==> config.mk <==
export PLATFORM = sky130hd
export DESIGN_NAME = acog_operand_stage
export DESIGN_NICKNAME = d
export VERILOG_FILES = /design/src/design/acog_cfg_pkg.sv /design/src/design/acog_isa_pkg.sv /design/src/design/acog_operand_stage.sv
export SDC_FILE = /design/constraint.sdc
export NUM_CORES = 1
export LEC_CHECK = 0
export BUFFER_PORTS_ARGS = -buffer_cell sky130_fd_sc_hd__buf_2
export CAP_MARGIN = 25
export CORE_MARGIN = 4
export CORE_UTILIZATION = 52
export DETAILED_ROUTE_END_ITERATION = 16
export GPL_ROUTABILITY_DRIVEN = 0
export HOLD_SLACK_MARGIN = 0.12
export MAX_ROUTING_LAYER = met4
export PLACE_DENSITY = 0.84
export SETUP_SLACK_MARGIN = 0.2
export SYNTH_ARGS = -nofsm -noshare
export SYNTH_HDL_FRONTEND = slang
export SYNTH_SLANG_ARGS = --single-unit
==> constraint.sdc <==
create_clock -name clk_in -period 4.45 [get_ports clk_in]
set_input_delay 0.6675 -clock clk_in [delete_from_list [all_inputs] [get_ports clk_in]]
set_output_delay 0.6675 -clock clk_in [all_outputs]
set_load 0.005 [all_outputs]
==> src/design/acog_cfg_pkg.sv <==
/*
 * ACog ALU data-path configuration
 * Word and shift-amount widths with their vector types
 */
package acog_cfg_pkg;

	// Data word
	localparam int WORD_W = 32;

	// Shift amount, taken from the low bits of S
	localparam int SHAMT_W = 5;

	typedef logic [WORD_W-1:0] word_t;   // S, D and result
	typedef logic [SHAMT_W-1:0] shamt_t;

endpackage

==> src/design/acog_isa_pkg.sv <==
/*
 * ACog ALU instruction set
 * Opcode encoding and opcode group field values.
 * The top three opcode bits select the group
 */
package acog_isa_pkg;

	localparam int OP_W = 6;
	localparam int GRP_W = 3;

	// Group field values, opcode bits 5:3
	localparam logic [GRP_W-1:0] GRP_ADD   = 3'd0; // Add, compare
	localparam logic [GRP_W-1:0] GRP_SUB   = 3'd1;
	localparam logic [GRP_W-1:0] GRP_SUM   = 3'd2; // Conditional sums
	localparam logic [GRP_W-1:0] GRP_LOGIC = 3'd3;
	localparam logic [GRP_W-1:0] GRP_SHIFT = 3'd4;
	localparam logic [GRP_W-1:0] GRP_MOV   = 3'd5; // MOV, NEG and ABS forms
	localparam logic [GRP_W-1:0] GRP_MIN   = 3'd6; // MIN and MAX forms

	typedef enum logic [OP_W-1:0] {
		OP_ADD    = 6'h00, OP_ADDABS = 6'h01, OP_ADDS   = 6'h02, OP_ADDSX = 6'h03,
		OP_ADDX   = 6'h04, OP_CMPSUB = 6'h05, OP_CMPS   = 6'h06, OP_CMPSX = 6'h07,
		OP_SUB    = 6'h08, OP_SUBABS = 6'h09, OP_SUBS   = 6'h0a, OP_SUBSX = 6'h0b,
		OP_SUBX   = 6'h0c,
		OP_SUMC   = 6'h10, OP_SUMNC  = 6'h11, OP_SUMZ   = 6'h12, OP_SUMNZ = 6'h13,
		OP_AND    = 6'h18, OP_ANDN   = 6'h19, OP_OR     = 6'h1a, OP_XOR   = 6'h1b,
		OP_MUXC   = 6'h1c, OP_MUXNC  = 6'h1d, OP_MUXZ   = 6'h1e, OP_MUXNZ = 6'h1f,
		OP_SHL    = 6'h20, OP_SHR    = 6'h21, OP_SAR    = 6'h22, OP_ROL   = 6'h23,
		OP_ROR    = 6'h24, OP_RCL    = 6'h25, OP_RCR    = 6'h26, OP_REV   = 6'h27,
		OP_MOV    = 6'h28, OP_NEG    = 6'h29, OP_NEGC   = 6'h2a, OP_NEGNC = 6'h2b,
		OP_NEGZ   = 6'h2c, OP_NEGNZ  = 6'h2d, OP_ABS    = 6'h2e, OP_ABSNEG = 6'h2f,
		OP_MIN    = 6'h30, OP_MAX    = 6'h31, OP_MINS   = 6'h32, OP_MAXS  = 6'h33
	} alu_op_e;

endpackage

==> src/design/acog_operand_stage.sv <==
/*
 * ACog ALU operand stage
 * Captures opcode, S, D and flags on a valid strobe and
 * precomputes -S, |S| and ~S for the processing units
 */
`timescale 1ns/1ps

module acog_operand_stage
	import acog_cfg_pkg::*;
	import acog_isa_pkg::*;
(
	input  logic    clk_in,
	input  logic    rst_i,
	input  logic    valid_i,
	input  alu_op_e op_i,
	input  word_t   s_i,
	input  word_t   d_i,
	input  logic    flag_c_i,
	input  logic    flag_z_i,
	output logic    valid_o,
	output alu_op_e op_o,
	output word_t   s_o,
	output word_t   d_o,
	output word_t   s_neg_o,
	output word_t   s_abs_o,
	output word_t   s_inv_o,
	output logic    c_o,
	output logic    z_o
);

	word_t s_neg;

	assign s_neg = -s_i; // Two's complement

	always_ff @(posedge clk_in)
	begin
		if (rst_i)
			valid_o <= 1'b0;
		else
			valid_o <= valid_i;
	end

	// Operands only move when a new operation arrives
	always_ff @(posedge clk_in)
	begin
		if (valid_i)
		begin
			op_o    <= op_i;
			s_o     <= s_i;
			d_o     <= d_i;
			s_neg_o <= s_neg;
			s_abs_o <= s_i[WORD_W-1] ? s_neg : s_i;
			s_inv_o <= ~s_i;
			c_o     <= flag_c_i;
			z_o     <= flag_z_i;
		end
	end

endmodule

==> impl_metrics.csv <==
group,metric,value,unit
placement,place_ws,1360,ps
global_route,overflow,0,
timing,setup_ws,1830,ps
power_and_ir_drop,power_density,447,mW/mm2
timing,grt_setup_unrepaired,"false",
yosys,netlist_top_cells_area,"edfxtp_1 79%, xnor2_1 8.2%, inv_1 1.9%, o41ai_1 1.1%, nor3_1 0.95%",
timing,hold_viol,0,
job,drv_cap,0,
yosys,netlist_top_cells_count,"166 x edfxtp_1, 59 x xnor2_1, 32 x inv_1, 16 x nand2_1, 12 x nor3_1",
worst_setup_path,worstPathCellList,"buf_2 > nor3_1 > nand4_1 > o41ai_1 > xnor2_1",
worst_setup_path,crit_slowest_cell,"o41ai_1",
yosys,seq_area_frac_synth,79.6,%
drt,drc,0,
clocking,clk_pin_slew,60,ps
yosys,synth-seq-cells,167,
clocking,ctsHoldBuffers,0,
clocking,cts_resized,0,
min_path,hp-class,"in2reg",
worst_setup_path,cp_max_fo,11,
worst_setup_path,crit_family,"simple AND/OR/NAND/NOR gates",
global_route,antenna_found_initial,0,
timing,worst_pin_slew,713,ps
worst_setup_path,path_class,"in2reg",
die,placeableCoreArea,0.0116,mm2
clocking,clockBufferDepth,2,
timing,timing.fmax,382,MHz
finish,final_core_util,71.1,%
outcome,run_status,"finished, final reports clean",
timing,slew_violations,0,
global_route,grt_pass1_vias,4102,
finish,fin_nets,692,
finish,final_layout_size_suffix_gt1_share,44.8,%
placement,portBuffers,243,
clocking,clock-sinks,167,
timing,max_slew_margin,52.5,%
die,fp.dieH,118,um
yosys,synthArstFlopShare,0,%
yosys,synth_top_cell_by_area,"edfxtp_1",
worst_setup_path,crit_buf_inv,1,
timing,tns,0,ps
timing,post-route-period-util,58.9,%
die,die_w,118,um
drt,dr.pass1.iters,5,
yosys,synth.net_count,443,
power_and_ir_drop,leakage,3.31,nW
die,num_io_pins,244,
drt,vias,4057,
drt,drt_iter0_markers,301,
power_and_ir_drop,peakVddDrop,0.355,mV
global_route,grt_max_degree,117,
worst_setup_path,cp.arrival,2770,ps
global_route,grt_pass1_wl,22800,um
timing,timing.final.crit_period,2620,ps
yosys,synth-main-ff-cell,"edfxtp_1",
clocking,root_buffer,"clkbuf_16",
yosys,ys_warn_count,0,
worst_setup_path,critPathRequiredTime,4600,ps
worst_setup_path,cp-end-kind,"register",
die,fp-row-count,39,
yosys,synth_top_area_share,79.2,%
timing,setup_viol,0,
worst_setup_path,cp_slowest_stage_delay,630,ps
worst_setup_path,critPathLaunchType,"primary input",
finish,area_growth,31.2,%
clocking,htree_levels,4,
yosys,synth_cell_types,27,
finish,n_antenna_cell,0,
clocking,cts_post_setup_buffers_inserted,0,
drt,wl_per_cell,19.0,um
yosys,yosysMostFrequentCell,"edfxtp_1",
clocking,cts_tree,"yes",
yosys,syn_inst,367,
drt,ant_nets,0,
global_route,grt_usage,22.0,%
timing,hold_slack,419,ps
yosys,synth_edf_count,166,
drt,routed_wl,14700,um
placement,hpwl,10500,um
drt,viasPerCell,5.26,
die,start_util,54.2,%
yosys,syn_avg_cell_area,17.1,um2
die,die_area,0.0139,mm2
clocking,cts_made_buffers,17,
yosys,synth.cell_area,0.00629,mm2
power breakdown:
part / switching (W) / internal [W] / leakage, nW
registers: 0.0000331 / 0.00188 / 1.63
logic: 0.000182 / 0.000147 / 1.40
clock network: 0.000570 / 0.000875 / 0.274
cells in the final DEF (no fill, tap or decap), drive strengths merged:
master,instances
clkinvlp,4
nor3,14
clkbuf,18
dfxtp,1
nand3,4
clkinv,7
inv,32
ha,1
o31ai,6
bufinv,3
buf,247
and2,1
nand4,8
nor2,10
nor2b,2
nor4,11
or4b,1
or4,1
or3,2
o41ai,9
nand2,16
xnor2,59
o21ai,6
edfxtp,166
flip-flops by register name, indices dropped and copies added (netlist names):
| name | cells |
|---|---|
| s_neg_o | 31 |
| s_o | 32 |
| s_abs_o | 31 |
| valid_o | 1 |
| z_o | 1 |
| s_inv_o | 32 |
| op_o | 6 |
| d_o | 32 |
| c_o | 1 |
area by class of cell:
cell class / count / area (um2)
clock buffer: 18 / 429
clock inverter: 14 / 159
fill: 767 / 3360
inverter: 32 / 120
multi-input combinational: 151 / 1090
sequential: 167 / 5000
tap: 143 / 179
timing repair buffer: 247 / 1270
logic make-up (layout without fill, tap and decap cells):
group	count (synthesis)	after routing	share of synthesized area (%)
DFF	167	167	79.6
and+or+nand+nor	70	70	6.13
xor gates and xnor gates	59	59	8.21
buffers and inverters	49	311	3.16
AOI/OAI and AO/OA	21	21	2.74
adders and majority gates	1	1	0.199
layer usage:
| layer | global-route usage [%] | up-vias | wire length (um) |
|---|---|---|---|
| met5 | - | - | 0 |
| met4 | 6.59 | 0 | 258 |
| met3 | 8.41 | 18 | 1440 |
| met2 | 36.8 | 225 | 7610 |
| met1 | 24.7 | 1960 | 5390 |
| li1 | - | 1854 | - |
worst paths after layout:
kind              cells past startpoint  slack (ps)           to  startpoint
setup / recovery                      5        1830  s_abs_o[26]     s_i[16]
hold / removal                        2         420      valid_o       rst_i
metrics by stage:
stage,cells,total power [W],instance area [um2]
2_1_floorplan,367,0.00204,6290
3_3_place_gp,739,0.00226,7640
3_5_place_dp,739,0.00228,7640
4_1_cts,771,0.00372,8220
5_1_grt,772,0.00383,8250
6_report,772,0.00369,8250
No activity file was read; power rests on OpenSTA's default activity.
