### src/design/acog_cfg_pkg.sv
/*
 * ACog ALU data-path configuration
 * Word and shift-amount widths with their vector types
 */
package acog_cfg_pkg;

	// Data word
	localparam int WORD_W = 32;

	// Shift amount, taken from the low bits of S
	localparam int SHAMT_W = 5;

	typedef logic [WORD_W-1:0] word_t;   // S, D and result
	typedef logic [SHAMT_W-1:0] shamt_t;

endpackage

### src/design/acog_isa_pkg.sv
/*
 * ACog ALU instruction set
 * Opcode encoding and opcode group field values.
 * The top three opcode bits select the group
 */
package acog_isa_pkg;

	localparam int OP_W = 6;
	localparam int GRP_W = 3;

	// Group field values, opcode bits 5:3
	localparam logic [GRP_W-1:0] GRP_ADD   = 3'd0; // Add, compare
	localparam logic [GRP_W-1:0] GRP_SUB   = 3'd1;
	localparam logic [GRP_W-1:0] GRP_SUM   = 3'd2; // Conditional sums
	localparam logic [GRP_W-1:0] GRP_LOGIC = 3'd3;
	localparam logic [GRP_W-1:0] GRP_SHIFT = 3'd4;
	localparam logic [GRP_W-1:0] GRP_MOV   = 3'd5; // MOV, NEG and ABS forms
	localparam logic [GRP_W-1:0] GRP_MIN   = 3'd6; // MIN and MAX forms

	typedef enum logic [OP_W-1:0] {
		OP_ADD    = 6'h00, OP_ADDABS = 6'h01, OP_ADDS   = 6'h02, OP_ADDSX = 6'h03,
		OP_ADDX   = 6'h04, OP_CMPSUB = 6'h05, OP_CMPS   = 6'h06, OP_CMPSX = 6'h07,
		OP_SUB    = 6'h08, OP_SUBABS = 6'h09, OP_SUBS   = 6'h0a, OP_SUBSX = 6'h0b,
		OP_SUBX   = 6'h0c,
		OP_SUMC   = 6'h10, OP_SUMNC  = 6'h11, OP_SUMZ   = 6'h12, OP_SUMNZ = 6'h13,
		OP_AND    = 6'h18, OP_ANDN   = 6'h19, OP_OR     = 6'h1a, OP_XOR   = 6'h1b,
		OP_MUXC   = 6'h1c, OP_MUXNC  = 6'h1d, OP_MUXZ   = 6'h1e, OP_MUXNZ = 6'h1f,
		OP_SHL    = 6'h20, OP_SHR    = 6'h21, OP_SAR    = 6'h22, OP_ROL   = 6'h23,
		OP_ROR    = 6'h24, OP_RCL    = 6'h25, OP_RCR    = 6'h26, OP_REV   = 6'h27,
		OP_MOV    = 6'h28, OP_NEG    = 6'h29, OP_NEGC   = 6'h2a, OP_NEGNC = 6'h2b,
		OP_NEGZ   = 6'h2c, OP_NEGNZ  = 6'h2d, OP_ABS    = 6'h2e, OP_ABSNEG = 6'h2f,
		OP_MIN    = 6'h30, OP_MAX    = 6'h31, OP_MINS   = 6'h32, OP_MAXS  = 6'h33
	} alu_op_e;

endpackage

### src/design/acog_result_stage.sv
/*
 * ACog ALU result stage
 * Picks the unit output by opcode group, handles the
 * MOV/NEG/ABS/MIN/MAX forms directly and registers Q, C and Z
 */
`timescale 1ns/1ps

module acog_result_stage
	import acog_cfg_pkg::*;
	import acog_isa_pkg::*;
(
	input  logic    clk_in,
	input  logic    rst_i,
	input  logic    valid_i,
	input  alu_op_e op_i,
	input  word_t   s_i,
	input  word_t   d_i,
	input  word_t   s_neg_i,
	input  word_t   s_abs_i,
	input  logic    c_i,
	input  logic    z_i,
	input  word_t   arith_q_i,
	input  logic    arith_c_i,
	input  logic    cmp_lt_i,
	input  word_t   logic_q_i,
	input  logic    logic_c_i,
	input  word_t   shift_q_i,
	input  logic    shift_c_i,
	output logic    valid_o,
	output word_t   q_o,
	output logic    flag_c_o,
	output logic    flag_z_o
);

	logic [GRP_W-1:0] grp;
	word_t            q_sel;
	logic             c_sel;
	logic             z_sel;

	assign grp = op_i[OP_W-1 -: GRP_W];

	always_comb
	begin
		q_sel = s_i;            // MOV
		c_sel = s_i[WORD_W-1];
		case (grp)
			GRP_ADD, GRP_SUB, GRP_SUM:
			begin
				q_sel = arith_q_i;
				c_sel = arith_c_i;
			end
			GRP_LOGIC:
			begin
				q_sel = logic_q_i;
				c_sel = logic_c_i;
			end
			GRP_SHIFT:
			begin
				q_sel = shift_q_i;
				c_sel = shift_c_i;
			end
			GRP_MOV:
				case (op_i)
					OP_NEG:    q_sel = s_neg_i;
					OP_NEGC:   q_sel = c_i ? s_neg_i : s_i;
					OP_NEGNC:  q_sel = c_i ? s_i : s_neg_i;
					OP_NEGZ:   q_sel = z_i ? s_neg_i : s_i;
					OP_NEGNZ:  q_sel = z_i ? s_i : s_neg_i;
					OP_ABS:    q_sel = s_abs_i;
					OP_ABSNEG: q_sel = s_i[WORD_W-1] ? s_i : s_neg_i; // -|S|
					default:   q_sel = s_i;
				endcase
			GRP_MIN:
			begin
				case (op_i)
					OP_MIN:  q_sel = (d_i > s_i) ? d_i : s_i;
					OP_MAX:  q_sel = (d_i < s_i) ? d_i : s_i;
					OP_MINS: q_sel = cmp_lt_i ? s_i : d_i;
					default: q_sel = cmp_lt_i ? d_i : s_i; // MAXS
				endcase
				c_sel = (op_i inside {OP_MINS, OP_MAXS}) ? cmp_lt_i : (d_i < s_i);
			end
			default: ;
		endcase
	end

	always_comb
	begin
		z_sel = (q_sel == '0);
		if (op_i inside {OP_ADDSX, OP_ADDX, OP_SUBSX, OP_SUBX, OP_CMPSX})
			z_sel = z_sel & z_i; // Chained over multi-word ops
		if (grp == GRP_MIN)
			z_sel = (s_i == '0);
	end

	always_ff @(posedge clk_in)
	begin
		if (rst_i)
		begin
			valid_o  <= 1'b0;
			q_o      <= '0;
			flag_c_o <= 1'b0;
			flag_z_o <= 1'b0;
		end
		else
		begin
			valid_o <= valid_i;
			if (valid_i)
			begin
				q_o      <= q_sel;
				flag_c_o <= c_sel;
				flag_z_o <= z_sel;
			end
		end
	end

endmodule

### config.mk
export PLATFORM = sky130hd
export DESIGN_NAME = acog_result_stage
export DESIGN_NICKNAME = d
export VERILOG_FILES = /design/src/design/acog_cfg_pkg.sv /design/src/design/acog_isa_pkg.sv /design/src/design/acog_result_stage.sv
export SDC_FILE = /design/constraint.sdc
export NUM_CORES = 1
export LEC_CHECK = 0
export ABC_CLOCK_PERIOD_IN_PS = 3800
export BUFFER_PORTS_ARGS = -buffer_cell sky130_fd_sc_hd__buf_2
export CORE_ASPECT_RATIO = 1.75
export CORE_MARGIN = 4
export CORE_UTILIZATION = 46
export DETAILED_ROUTE_END_ITERATION = 10
export PLACE_DENSITY = 0.8
export SKIP_CTS_REPAIR_TIMING = 1
export SLEW_MARGIN = 20
export SYNTH_ARGS = -nofsm -noshare
export SYNTH_HDL_FRONTEND = slang
export SYNTH_SLANG_ARGS = --single-unit
### constraint.sdc
create_clock -name clk_in -period 3.8 [get_ports clk_in]
set_clock_uncertainty 0.1 [all_clocks]
set_input_delay 0.57 -clock clk_in [delete_from_list [all_inputs] [get_ports clk_in]]
set_output_delay 0.57 -clock clk_in [all_outputs]
set_load 0.05 [all_outputs]
==> run_results.csv <==
group,metric,value,unit
layout,antenna_cells,0,
grt,grt_pass1_wl,60200,um
placement,pre_cts_ws,-234,ps
logic_synthesis,syn-mean-instance-area,6.58,um^2
critical_path,required,3930,ps
route,firstDrtPassIters,6,
grt,antenna_found_initial,1,
floorplan,floorplan.die_area,16900,um^2
floorplan,num_rows,58,
outcome,outcome,"completed",
route,wirelength,42300,um
sta,period_share,99.6,%
layout,final_cell_mix,"273 x buf_2, 219 x buf_4, 134 x nand2_1",
placement,hpwlAfterDp,34700,um
layout,fillers,1322,
layout,regArea,701,um^2
critical_path,critPathKind,"input pin to flip-flop",
grt,track_usage,47.0,%
layout,layout_commonest_cell,"buf_2",
critical_path,cp-start-kind,"input pin",
route,first_iter_violations,1307,
clock_tree,cts_tree,"yes",
sta,setup_slack,15.2,ps
grt,grt_max_degree,36,
clock_tree,root_buffer,"clkbuf_16",
logic_synthesis,synth_edf_count,0,
logic_synthesis,ys_seq_elements,35,
sta,clock.fmax,0.264,GHz
floorplan,pin_count,274,
clock_tree,cts_sinks,35,
logic_synthesis,synthFlopType,"dfxtp_1",
logic_synthesis,seq_area_frac_synth,10.3,%
logic_synthesis,async_flop_share,0,%
critical_path,r2r_end,"flag_z_o$_SDFFE_PP0P_",
critical_path,r2r-start,"flag_z_o$_SDFFE_PP0P_",
sta,hold_ws,374,ps
placement,gp_congestion,1.15,
logic_synthesis,syn_area,6820,um^2
grt,grt_overflow,0,
power_and_ir_drop,peakVddDrop,0.000437,V
layout,multi_input_area,5650,um^2
run,maxCapViolCount,0,
floorplan,chipHeight,169,um
logic_synthesis,syn_inst,1036,
clock_tree,clock_path_buffers,2,
route,via_per_inst,6.64,
layout,fin_nets,1721,
power_and_ir_drop,total_power,2.36,mW
worst_hold_path,min_path_cells,2,
floorplan,core,14400,um^2
critical_path,cp_data_arrival_time,3920,ps
sta,worst_pin_slew,936,ps
critical_path,r2r_slack,1870,ps
floorplan,start_util,47.2,%
sta,slew-limit-headroom,36.8,%
critical_path,reg2reg_depth,7,
clock_tree,clock_latency,290,ps
logic_synthesis,yosys_warnings,0,
route,wire_per_inst,26.0,um
logic_synthesis,ys_types,77,
layout,drive_gt1_share,38.2,%
layout,syn2layout_area_growth,47.8,%
clock_tree,cts_inserted_buffers,5,
route,num_vias,10800,
route,drtAntennaViolNets,0,
logic_synthesis,synthesis.nets,1307,
placement,io_buffers,273,
power_and_ir_drop,p_per_area,234,nW/um^2
floorplan,die_w,100,um
worst_hold_path,min_to,"flag_c_o$_SDFFE_PP0P_",
clock_tree,htree_levels,2,
clock_tree,cts.clk_slew.worst_paths,60,ps
worst_hold_path,worstHoldStart,"flag_c_o$_SDFFE_PP0P_",
sta,fin_crit,3780,ps
power_and_ir_drop,leakage,4.91,nW
critical_path,worstPathMaxFanout,7,
grt,grt_pass1_vias,10300,
sta,hold_viol_final,0,
route,drc,0,
sta,drv_slew,0,
placement,dp_cells,1614,
layout,layoutNonFillerInstCount,1631,
critical_path,end_kind,"flip-flop",
sta,finalSetupViolCount,0,
layout,final_util,69.8,%
worst_hold_path,holdCritPathClass,"flip-flop to flip-flop",
-- flip-flops by register name, indices dropped and copies added, names as in the netlist --
name and cells:
q_o 32, valid_o 1, flag_z_o 1, flag_c_o 1
-- cells in the mapped netlist, drive strengths merged (14+ instances only) --
cell type | instances | area (um^2)
nand2 | 135 | 507
buf | 31 | 159
a221oi | 29 | 254
clkbuf | 61 | 229
nor4 | 14 | 124
o221ai | 19 | 166
dfxtp | 35 | 701
a31oi | 19 | 119
a21oi | 132 | 661
mux2i | 70 | 701
ha | 32 | 400
inv | 45 | 169
o21ai | 114 | 593
mux2 | 14 | 161
nand3 | 14 | 82.6
nor3 | 22 | 115
nor2 | 81 | 307
-- kinds of logic after synthesis --
logic type	Yosys count	share of synthesized area (%)
muxes	84	12.6
buffers and inverters	138	8.22
and+or+nand+nor	313	21.8
AOI/OAI and AO/OA	434	41.2
DFF	35	10.3
adders and majority gates	32	5.87
-- per-stage QoR --
| stage | TNS [ps] | cell area [um^2] |
|---|---|---|
| finish | 0 | 10100 |
| global route | -116 | 10100 |
| CTS | 0 | 9920 |
| detailed placement | -238 | 9730 |
| global placement | -242 | 9730 |
| floorplan | 0 | 6820 |
-- layout make-up --
type                       count  area share, %
timing repair buffer         499           31.1
inverter                      46           1.75
sequential                    35           6.95
clock buffer                   5           1.24
tap                          180           2.23
clock inverter                 3          0.670
multi-input combinational    863           56.1
-- critical path: stages --
cell	delay, ps
buf_2	110
clkinvlp_4	190
ha_1	340
nand4_1	160
nor3_2	240
a21boi_4	250
nor3_2	100
o21ai_4	270
buf_4	220
mux2i_1	180
o221ai_1	190
nand3_1	230
or4bb_1	530
nor4_2	160
a31o_1	170
-- where the power goes --
| group | leakage (nW) | total [mW] | internal (mW) | switching (mW) |
|---|---|---|---|---|
| combinational | 4.53 | 1.40 | 0.562 | 0.841 |
| clock | 0.0900 | 0.543 | 0.376 | 0.167 |
| sequential | 0.289 | 0.416 | 0.399 | 0.0172 |
-- layer usage --
metal	track usage, %	routed length, um
met1	51.1	13400
met2	79.0	19700
met3	7.88	4660
met4	37.4	4520
met5	0	8
-- worst max path at each step --
stage                     slack (ps)                     to  cells after the start     from
after global placement          -240  flag_z_o$_SDFFE_PP0P_                     15  s_i[31]
after floorplan                   80  flag_z_o$_SDFFE_PP0P_                     13  s_i[31]
after detailed placement        -230  flag_z_o$_SDFFE_PP0P_                     16   s_i[9]
after global routing            -120  flag_z_o$_SDFFE_PP0P_                     15   s_i[8]
final                             20  flag_z_o$_SDFFE_PP0P_                     15   s_i[8]
after CTS                         50  flag_z_o$_SDFFE_PP0P_                     15  s_i[31]
No activity file was read; power rests on OpenSTA's default activity.
