===== src/design/acog_cfg_pkg.sv =====
/*
 * ACog ALU data-path configuration
 * Word and shift-amount widths with their vector types
 */
package acog_cfg_pkg;

	// Data word
	localparam int WORD_W = 32;

	// Shift amount, taken from the low bits of S
	localparam int SHAMT_W = 5;

	typedef logic [WORD_W-1:0] word_t;   // S, D and result
	typedef logic [SHAMT_W-1:0] shamt_t;

endpackage


===== src/design/acog_isa_pkg.sv =====
/*
 * ACog ALU instruction set
 * Opcode encoding and opcode group field values.
 * The top three opcode bits select the group
 */
package acog_isa_pkg;

	localparam int OP_W = 6;
	localparam int GRP_W = 3;

	// Group field values, opcode bits 5:3
	localparam logic [GRP_W-1:0] GRP_ADD   = 3'd0; // Add, compare
	localparam logic [GRP_W-1:0] GRP_SUB   = 3'd1;
	localparam logic [GRP_W-1:0] GRP_SUM   = 3'd2; // Conditional sums
	localparam logic [GRP_W-1:0] GRP_LOGIC = 3'd3;
	localparam logic [GRP_W-1:0] GRP_SHIFT = 3'd4;
	localparam logic [GRP_W-1:0] GRP_MOV   = 3'd5; // MOV, NEG and ABS forms
	localparam logic [GRP_W-1:0] GRP_MIN   = 3'd6; // MIN and MAX forms

	typedef enum logic [OP_W-1:0] {
		OP_ADD    = 6'h00, OP_ADDABS = 6'h01, OP_ADDS   = 6'h02, OP_ADDSX = 6'h03,
		OP_ADDX   = 6'h04, OP_CMPSUB = 6'h05, OP_CMPS   = 6'h06, OP_CMPSX = 6'h07,
		OP_SUB    = 6'h08, OP_SUBABS = 6'h09, OP_SUBS   = 6'h0a, OP_SUBSX = 6'h0b,
		OP_SUBX   = 6'h0c,
		OP_SUMC   = 6'h10, OP_SUMNC  = 6'h11, OP_SUMZ   = 6'h12, OP_SUMNZ = 6'h13,
		OP_AND    = 6'h18, OP_ANDN   = 6'h19, OP_OR     = 6'h1a, OP_XOR   = 6'h1b,
		OP_MUXC   = 6'h1c, OP_MUXNC  = 6'h1d, OP_MUXZ   = 6'h1e, OP_MUXNZ = 6'h1f,
		OP_SHL    = 6'h20, OP_SHR    = 6'h21, OP_SAR    = 6'h22, OP_ROL   = 6'h23,
		OP_ROR    = 6'h24, OP_RCL    = 6'h25, OP_RCR    = 6'h26, OP_REV   = 6'h27,
		OP_MOV    = 6'h28, OP_NEG    = 6'h29, OP_NEGC   = 6'h2a, OP_NEGNC = 6'h2b,
		OP_NEGZ   = 6'h2c, OP_NEGNZ  = 6'h2d, OP_ABS    = 6'h2e, OP_ABSNEG = 6'h2f,
		OP_MIN    = 6'h30, OP_MAX    = 6'h31, OP_MINS   = 6'h32, OP_MAXS  = 6'h33
	} alu_op_e;

endpackage


===== src/design/acog_logic.sv =====
/*
 * ACog ALU logic unit
 * Bitwise ops and flag-controlled masked fill, C is result parity
 */
`timescale 1ns/1ps

module acog_logic
	import acog_cfg_pkg::*;
	import acog_isa_pkg::*;
(
	input  alu_op_e op_i,
	input  word_t   s_i,
	input  word_t   d_i,
	input  word_t   s_inv_i,
	input  logic    c_i,
	input  logic    z_i,
	output word_t   q_o,
	output logic    c_o
);

	word_t fold;
	logic  fill;

	// Condition for the MUX forms
	always_comb
	begin
		case (op_i)
			OP_MUXC:  fill = c_i;
			OP_MUXNC: fill = !c_i;
			OP_MUXZ:  fill = z_i;
			default:  fill = !z_i;
		endcase
	end

	always_comb
	begin
		case (op_i)
			OP_AND:  q_o = d_i & s_i;
			OP_ANDN: q_o = d_i & s_inv_i;
			OP_OR:   q_o = d_i | s_i;
			OP_XOR:  q_o = d_i ^ s_i;
			default: q_o = (d_i & s_inv_i) | (fill ? s_i : '0); // D outside mask
		endcase
	end

	// XOR fold, halving the width on each pass
	always_comb
	begin
		fold = q_o;
		for (int w = WORD_W / 2; w > 0; w = w / 2)
		begin
			for (int i = 0; i < w; i++)
				fold[i] = fold[i] ^ fold[i + w];
		end
	end

	assign c_o = fold[0]; // Odd parity

endmodule


===== config.mk =====
export PLATFORM = sky130hd
export DESIGN_NAME = acog_logic
export DESIGN_NICKNAME = d
export VERILOG_FILES = /design/src/design/acog_cfg_pkg.sv /design/src/design/acog_isa_pkg.sv /design/src/design/acog_logic.sv
export SDC_FILE = /design/constraint.sdc
export NUM_CORES = 1
export LEC_CHECK = 0
export BUFFER_PORTS_ARGS = -buffer_cell sky130_fd_sc_hd__buf_4
export CAP_MARGIN = 5
export CORE_ASPECT_RATIO = 0.7
export CORE_MARGIN = 5
export CORE_UTILIZATION = 35
export DETAILED_ROUTE_END_ITERATION = 10
export GPL_ROUTABILITY_DRIVEN = 0
export SLEW_MARGIN = 25
export SYNTH_ARGS = -nofsm -noshare
export SYNTH_HDL_FRONTEND = slang
export SYNTH_SLANG_ARGS = --single-unit

===== constraint.sdc =====
create_clock -name vclk -period 6.1
set_input_delay 0 -clock vclk [all_inputs]
set_output_delay 0 -clock vclk [all_outputs]
set_load 0.05 [all_outputs]

==> impl_table.tex <==
\begin{tabular}{lr}
\hline
Metric & Value \\
\hline
\multicolumn{2}{l}{\textbf{Job}} \\
\quad Max-cap violations & 0 \\
\multicolumn{2}{l}{\textbf{Global routing}} \\
\quad Total gr overflow & 0 \\
\quad Maximum number of pins on one net before global-route repair & 53 \\
\quad Global router's overall resource usage & 14.6\% \\
\quad Via count of the first global-routing pass & 3,038 \\
\quad Antenna violations before repair & 0 \\
\quad Global-route wire length before repair & 14.5 mm \\
\multicolumn{2}{l}{\textbf{Worst setup path}} \\
\quad Chain of cells forming the critical path & buf\_4, nand3b\_1, o21ai\_1, a221o\_2, a221o\_2, xor2\_1, xnor2\_1, xnor2\_1, xnor3\_1, xnor3\_1, buf\_4 \\
\quad Critical Path Fanout Max & 52 \\
\quad Timing endpoint of the critical path & c\_o \\
\quad Slowest CP cell & sky130\_fd\_sc\_hd\_\_a221o\_2 \\
\quad CP Launch Point & op\_i[0] \\
\quad Worst path depth & 11 \\
\quad Delay-heaviest family, CP & compound AO/OA/AOI/OAI gates \\
\quad Type of element capturing the critical path & output pin \\
\quad Crit path required time & 6.10 ns \\
\quad Arrival time worst endpoint & 3.26 ns \\
\quad Buf+Inv Stages, Crit Path & 2 \\
\quad Launching element type of the critical path & primary input \\
\quad Crit path largest cell delay & 0.62 ns \\
\quad Critical Setup Path Class & primary input to output pin \\
\multicolumn{2}{l}{\textbf{Synthesis}} \\
\quad Cell type with the largest total area after synthesis & sky130\_fd\_sc\_hd\_\_ha\_1 \\
\quad Sequential fraction of the synthesis area & 0\% \\
\quad Post-synthesis net count & 556 \\
\quad Cell types occupying the most area after synthesis & sky130\_fd\_sc\_hd\_\_ha\_1 25\%, sky130\_fd\_sc\_hd\_\_inv\_1 11\%, sky130\_fd\_sc\_hd\_\_mux4\_1 10\% \\
\quad Mean instance size in the synthesized netlist & 8.39 um2 \\
\quad Synthesized instance count & 388 \\
\quad Most used standard cell by instance count after synthesis & sky130\_fd\_sc\_hd\_\_inv\_1 \\
\quad Yosys top cell area share & 24.6\% \\
\quad Syn. warnings & 0 \\
\quad Netlist area before placement & 3250 um2 \\
\quad Most frequent cells after synthesis & 95 x sky130\_fd\_sc\_hd\_\_inv\_1, 64 x sky130\_fd\_sc\_hd\_\_ha\_1, 25 x sky130\_fd\_sc\_hd\_\_and2\_1, 25 x sky130\_fd\_sc\_hd\_\_nor2b\_1, 23 x sky130\_fd\_sc\_hd\_\_a221o\_1 \\
\quad Number of distinct library cell variants in the gate-level netlist after synthesis & 38 \\
\multicolumn{2}{l}{\textbf{STA}} \\
\quad Worst Hold Margin & 0.406 ns \\
\quad Final setup viols & 0 \\
\quad Fin worst setup slack & 2.84 ns \\
\quad Relative slew slack & 54.1\% \\
\quad Fin crit share & 53.4\% \\
\quad Actual transition at the worst max-transition pin & 0.688 ns \\
\quad Final count of hold timing violations & 0 \\
\quad Max Clock Freq & 307 MHz \\
\quad Number of pins exceeding their max-slew limit in the final report & 0 \\
\quad Setup total negative slack & 0 ns \\
\quad Shortest clock period the worst path allows after layout & 3.26 ns \\
\quad Unrepaired setup endpoints after global routing & no \\
\multicolumn{2}{l}{\textbf{Cells and area}} \\
\quad Diodes inserted & 0 \\
\quad Final instance area & 4310 um2 \\
\quad Share of post-route cells with drive strength above 1 & 32.3\% \\
\quad FF+latch area & 0 um2 \\
\quad Synthesis-to-layout area growth & 32.5\% \\
\quad Layout clock buffer count & 0 \\
\quad Number of sequential cells in the layout & 0 \\
\quad Final-stage net count & 675 \\
\multicolumn{2}{l}{\textbf{Floorplanning}} \\
\quad Die height & 90.7 um \\
\quad Total die area & 11,400 um2 \\
\quad Starting density of the core & 35.9\% \\
\quad Site row count & 29 \\
\quad Core Box Area & 9070 um2 \\
\quad Die X-Extent & 125 um \\
\quad I/O pins & 137 \\
\multicolumn{2}{l}{\textbf{Route}} \\
\quad Routed via count divided by cell count & 4.85 \\
\quad Number of iterations in the first detailed-routing pass & 4 \\
\quad Remaining antenna violation count & 0 \\
\quad Initial DRC Count & 101 \\
\quad Routed wire length per instance & 14.1 um \\
\quad Count of vias placed by the detailed router & 3,048 \\
\quad Final routed DRC violation total & 0 \\
\quad Routed wire length & 8.85 mm \\
\multicolumn{2}{l}{\textbf{Clock network}} \\
\quad Count of cells resized by post-cts repair & 0 \\
\quad CTS hold repair buffers & 0 \\
\quad Post-CTS Repair Setup Buffers & 0 \\
\multicolumn{2}{l}{\textbf{Power and ir drop}} \\
\quad Leak & 2.34 nW \\
\quad Worst vdd ir & 0.169 mV \\
\quad PwrDens & 132 nW/um2 \\
\multicolumn{2}{l}{\textbf{Placed design}} \\
\quad Placed Area & 4310 um2 \\
\quad Post-placement worst setup slack & 2.81 ns \\
\quad Post-detail-place hpwl & 7.36 mm \\
\quad IO Port Bufs & 137 \\
\multicolumn{2}{l}{\textbf{Min path}} \\
\quad Worst Hold Class & primary input to output pin \\
\multicolumn{2}{l}{\textbf{Run status}} \\
\quad Status & completed \\
\hline
\end{tabular}
[cells by family (layout without fill, tap and decap cells)]
logic type	after synthesis	count (layout)	synth area share, %
buf+inv	116	233	15.3
fa+ha+maj	64	64	24.6
mux	29	29	20.4
compound gates	59	59	14.7
simple gates	92	92	16.0
xor+xnor	28	28	9.07
[layer usage]
metal / up-vias / share of wire (%) / track usage, %
met3: 0 / 7.3 / 3.43
li1: 1565 / - / -
met5: - / 0 / 0
met1: 1397 / 48 / 20.8
met2: 86 / 44 / 24.2
met4: 0 / 0 / 0
[placed cells by master (no fill, tap or decap), types with 2 or more instances in the layout]
master / n
sky130_fd_sc_hd__a221o_1: 23
sky130_fd_sc_hd__nor2b_1: 25
sky130_fd_sc_hd__o21ai_0: 5
sky130_fd_sc_hd__o211ai_1: 3
sky130_fd_sc_hd__nand3_1: 5
sky130_fd_sc_hd__mux2i_1: 3
sky130_fd_sc_hd__buf_4: 138
sky130_fd_sc_hd__a21oi_1: 10
sky130_fd_sc_hd__ha_1: 64
sky130_fd_sc_hd__mux4_1: 13
sky130_fd_sc_hd__and2b_2: 2
sky130_fd_sc_hd__and2_1: 25
sky130_fd_sc_hd__o21ai_1: 2
sky130_fd_sc_hd__inv_1: 95
sky130_fd_sc_hd__xnor3_1: 2
sky130_fd_sc_hd__mux4_2: 13
sky130_fd_sc_hd__xnor2_2: 3
sky130_fd_sc_hd__xor2_1: 5
sky130_fd_sc_hd__a311oi_1: 2
sky130_fd_sc_hd__nor2_1: 8
sky130_fd_sc_hd__a221o_2: 5
sky130_fd_sc_hd__nand2_1: 17
sky130_fd_sc_hd__a31oi_1: 2
sky130_fd_sc_hd__a22oi_1: 5
sky130_fd_sc_hd__xnor2_1: 18
sky130_fd_sc_hd__nand3b_1: 3
[worst min-delay path by stage]
| stage | slack (ns) | cells after the start | start | to |
|---|---|---|---|---|
| 3_5_place_dp | 0.41 | 4 | s_i[24] | q_o[24] |
| 6_report | 0.41 | 4 | s_i[24] | q_o[24] |
| 2_1_floorplan | 0.31 | 1 | s_i[12] | q_o[12] |
| 4_1_cts | 0.41 | 4 | s_i[24] | q_o[24] |
| 3_3_place_gp | 0.41 | 4 | s_i[24] | q_o[24] |
| 5_1_grt | 0.43 | 4 | s_i[24] | q_o[24] |
[area by class of cell]
class / count / area, um2
fill: 903 / 4760
inverter: 95 / 357
multi-input combinational: 272 / 2770
tap: 124 / 155
timing repair buffer: 138 / 1040
[power by group]
part           internal (mW)  leakage (nW)  total [mW]  switching (mW)
sequential                 0             0           0               0
clock                      0             0           0               0
combinational          0.251          2.34       0.567           0.317
[tightest hold or removal path, cell delays in order]
cell	delay, ns
sky130_fd_sc_hd__buf_4	0.10
sky130_fd_sc_hd__nand2_1	0.04
sky130_fd_sc_hd__nand2_1	0.07
sky130_fd_sc_hd__buf_4	0.19
[metrics by stage]
| stage | utilization (%) | std cells | power (mW) |
|---|---|---|---|
| 2_1_floorplan | - | 388 | 0.400 |
| 3_3_place_gp | 47.5 | 629 | 0.570 |
| 3_5_place_dp | 47.5 | 629 | 0.576 |
| 4_1_cts | 47.5 | 629 | 0.578 |
| 5_1_grt | 47.5 | 629 | 0.609 |
| 6_report | 47.5 | 629 | 0.567 |
(Power assumes the default switching activity.)
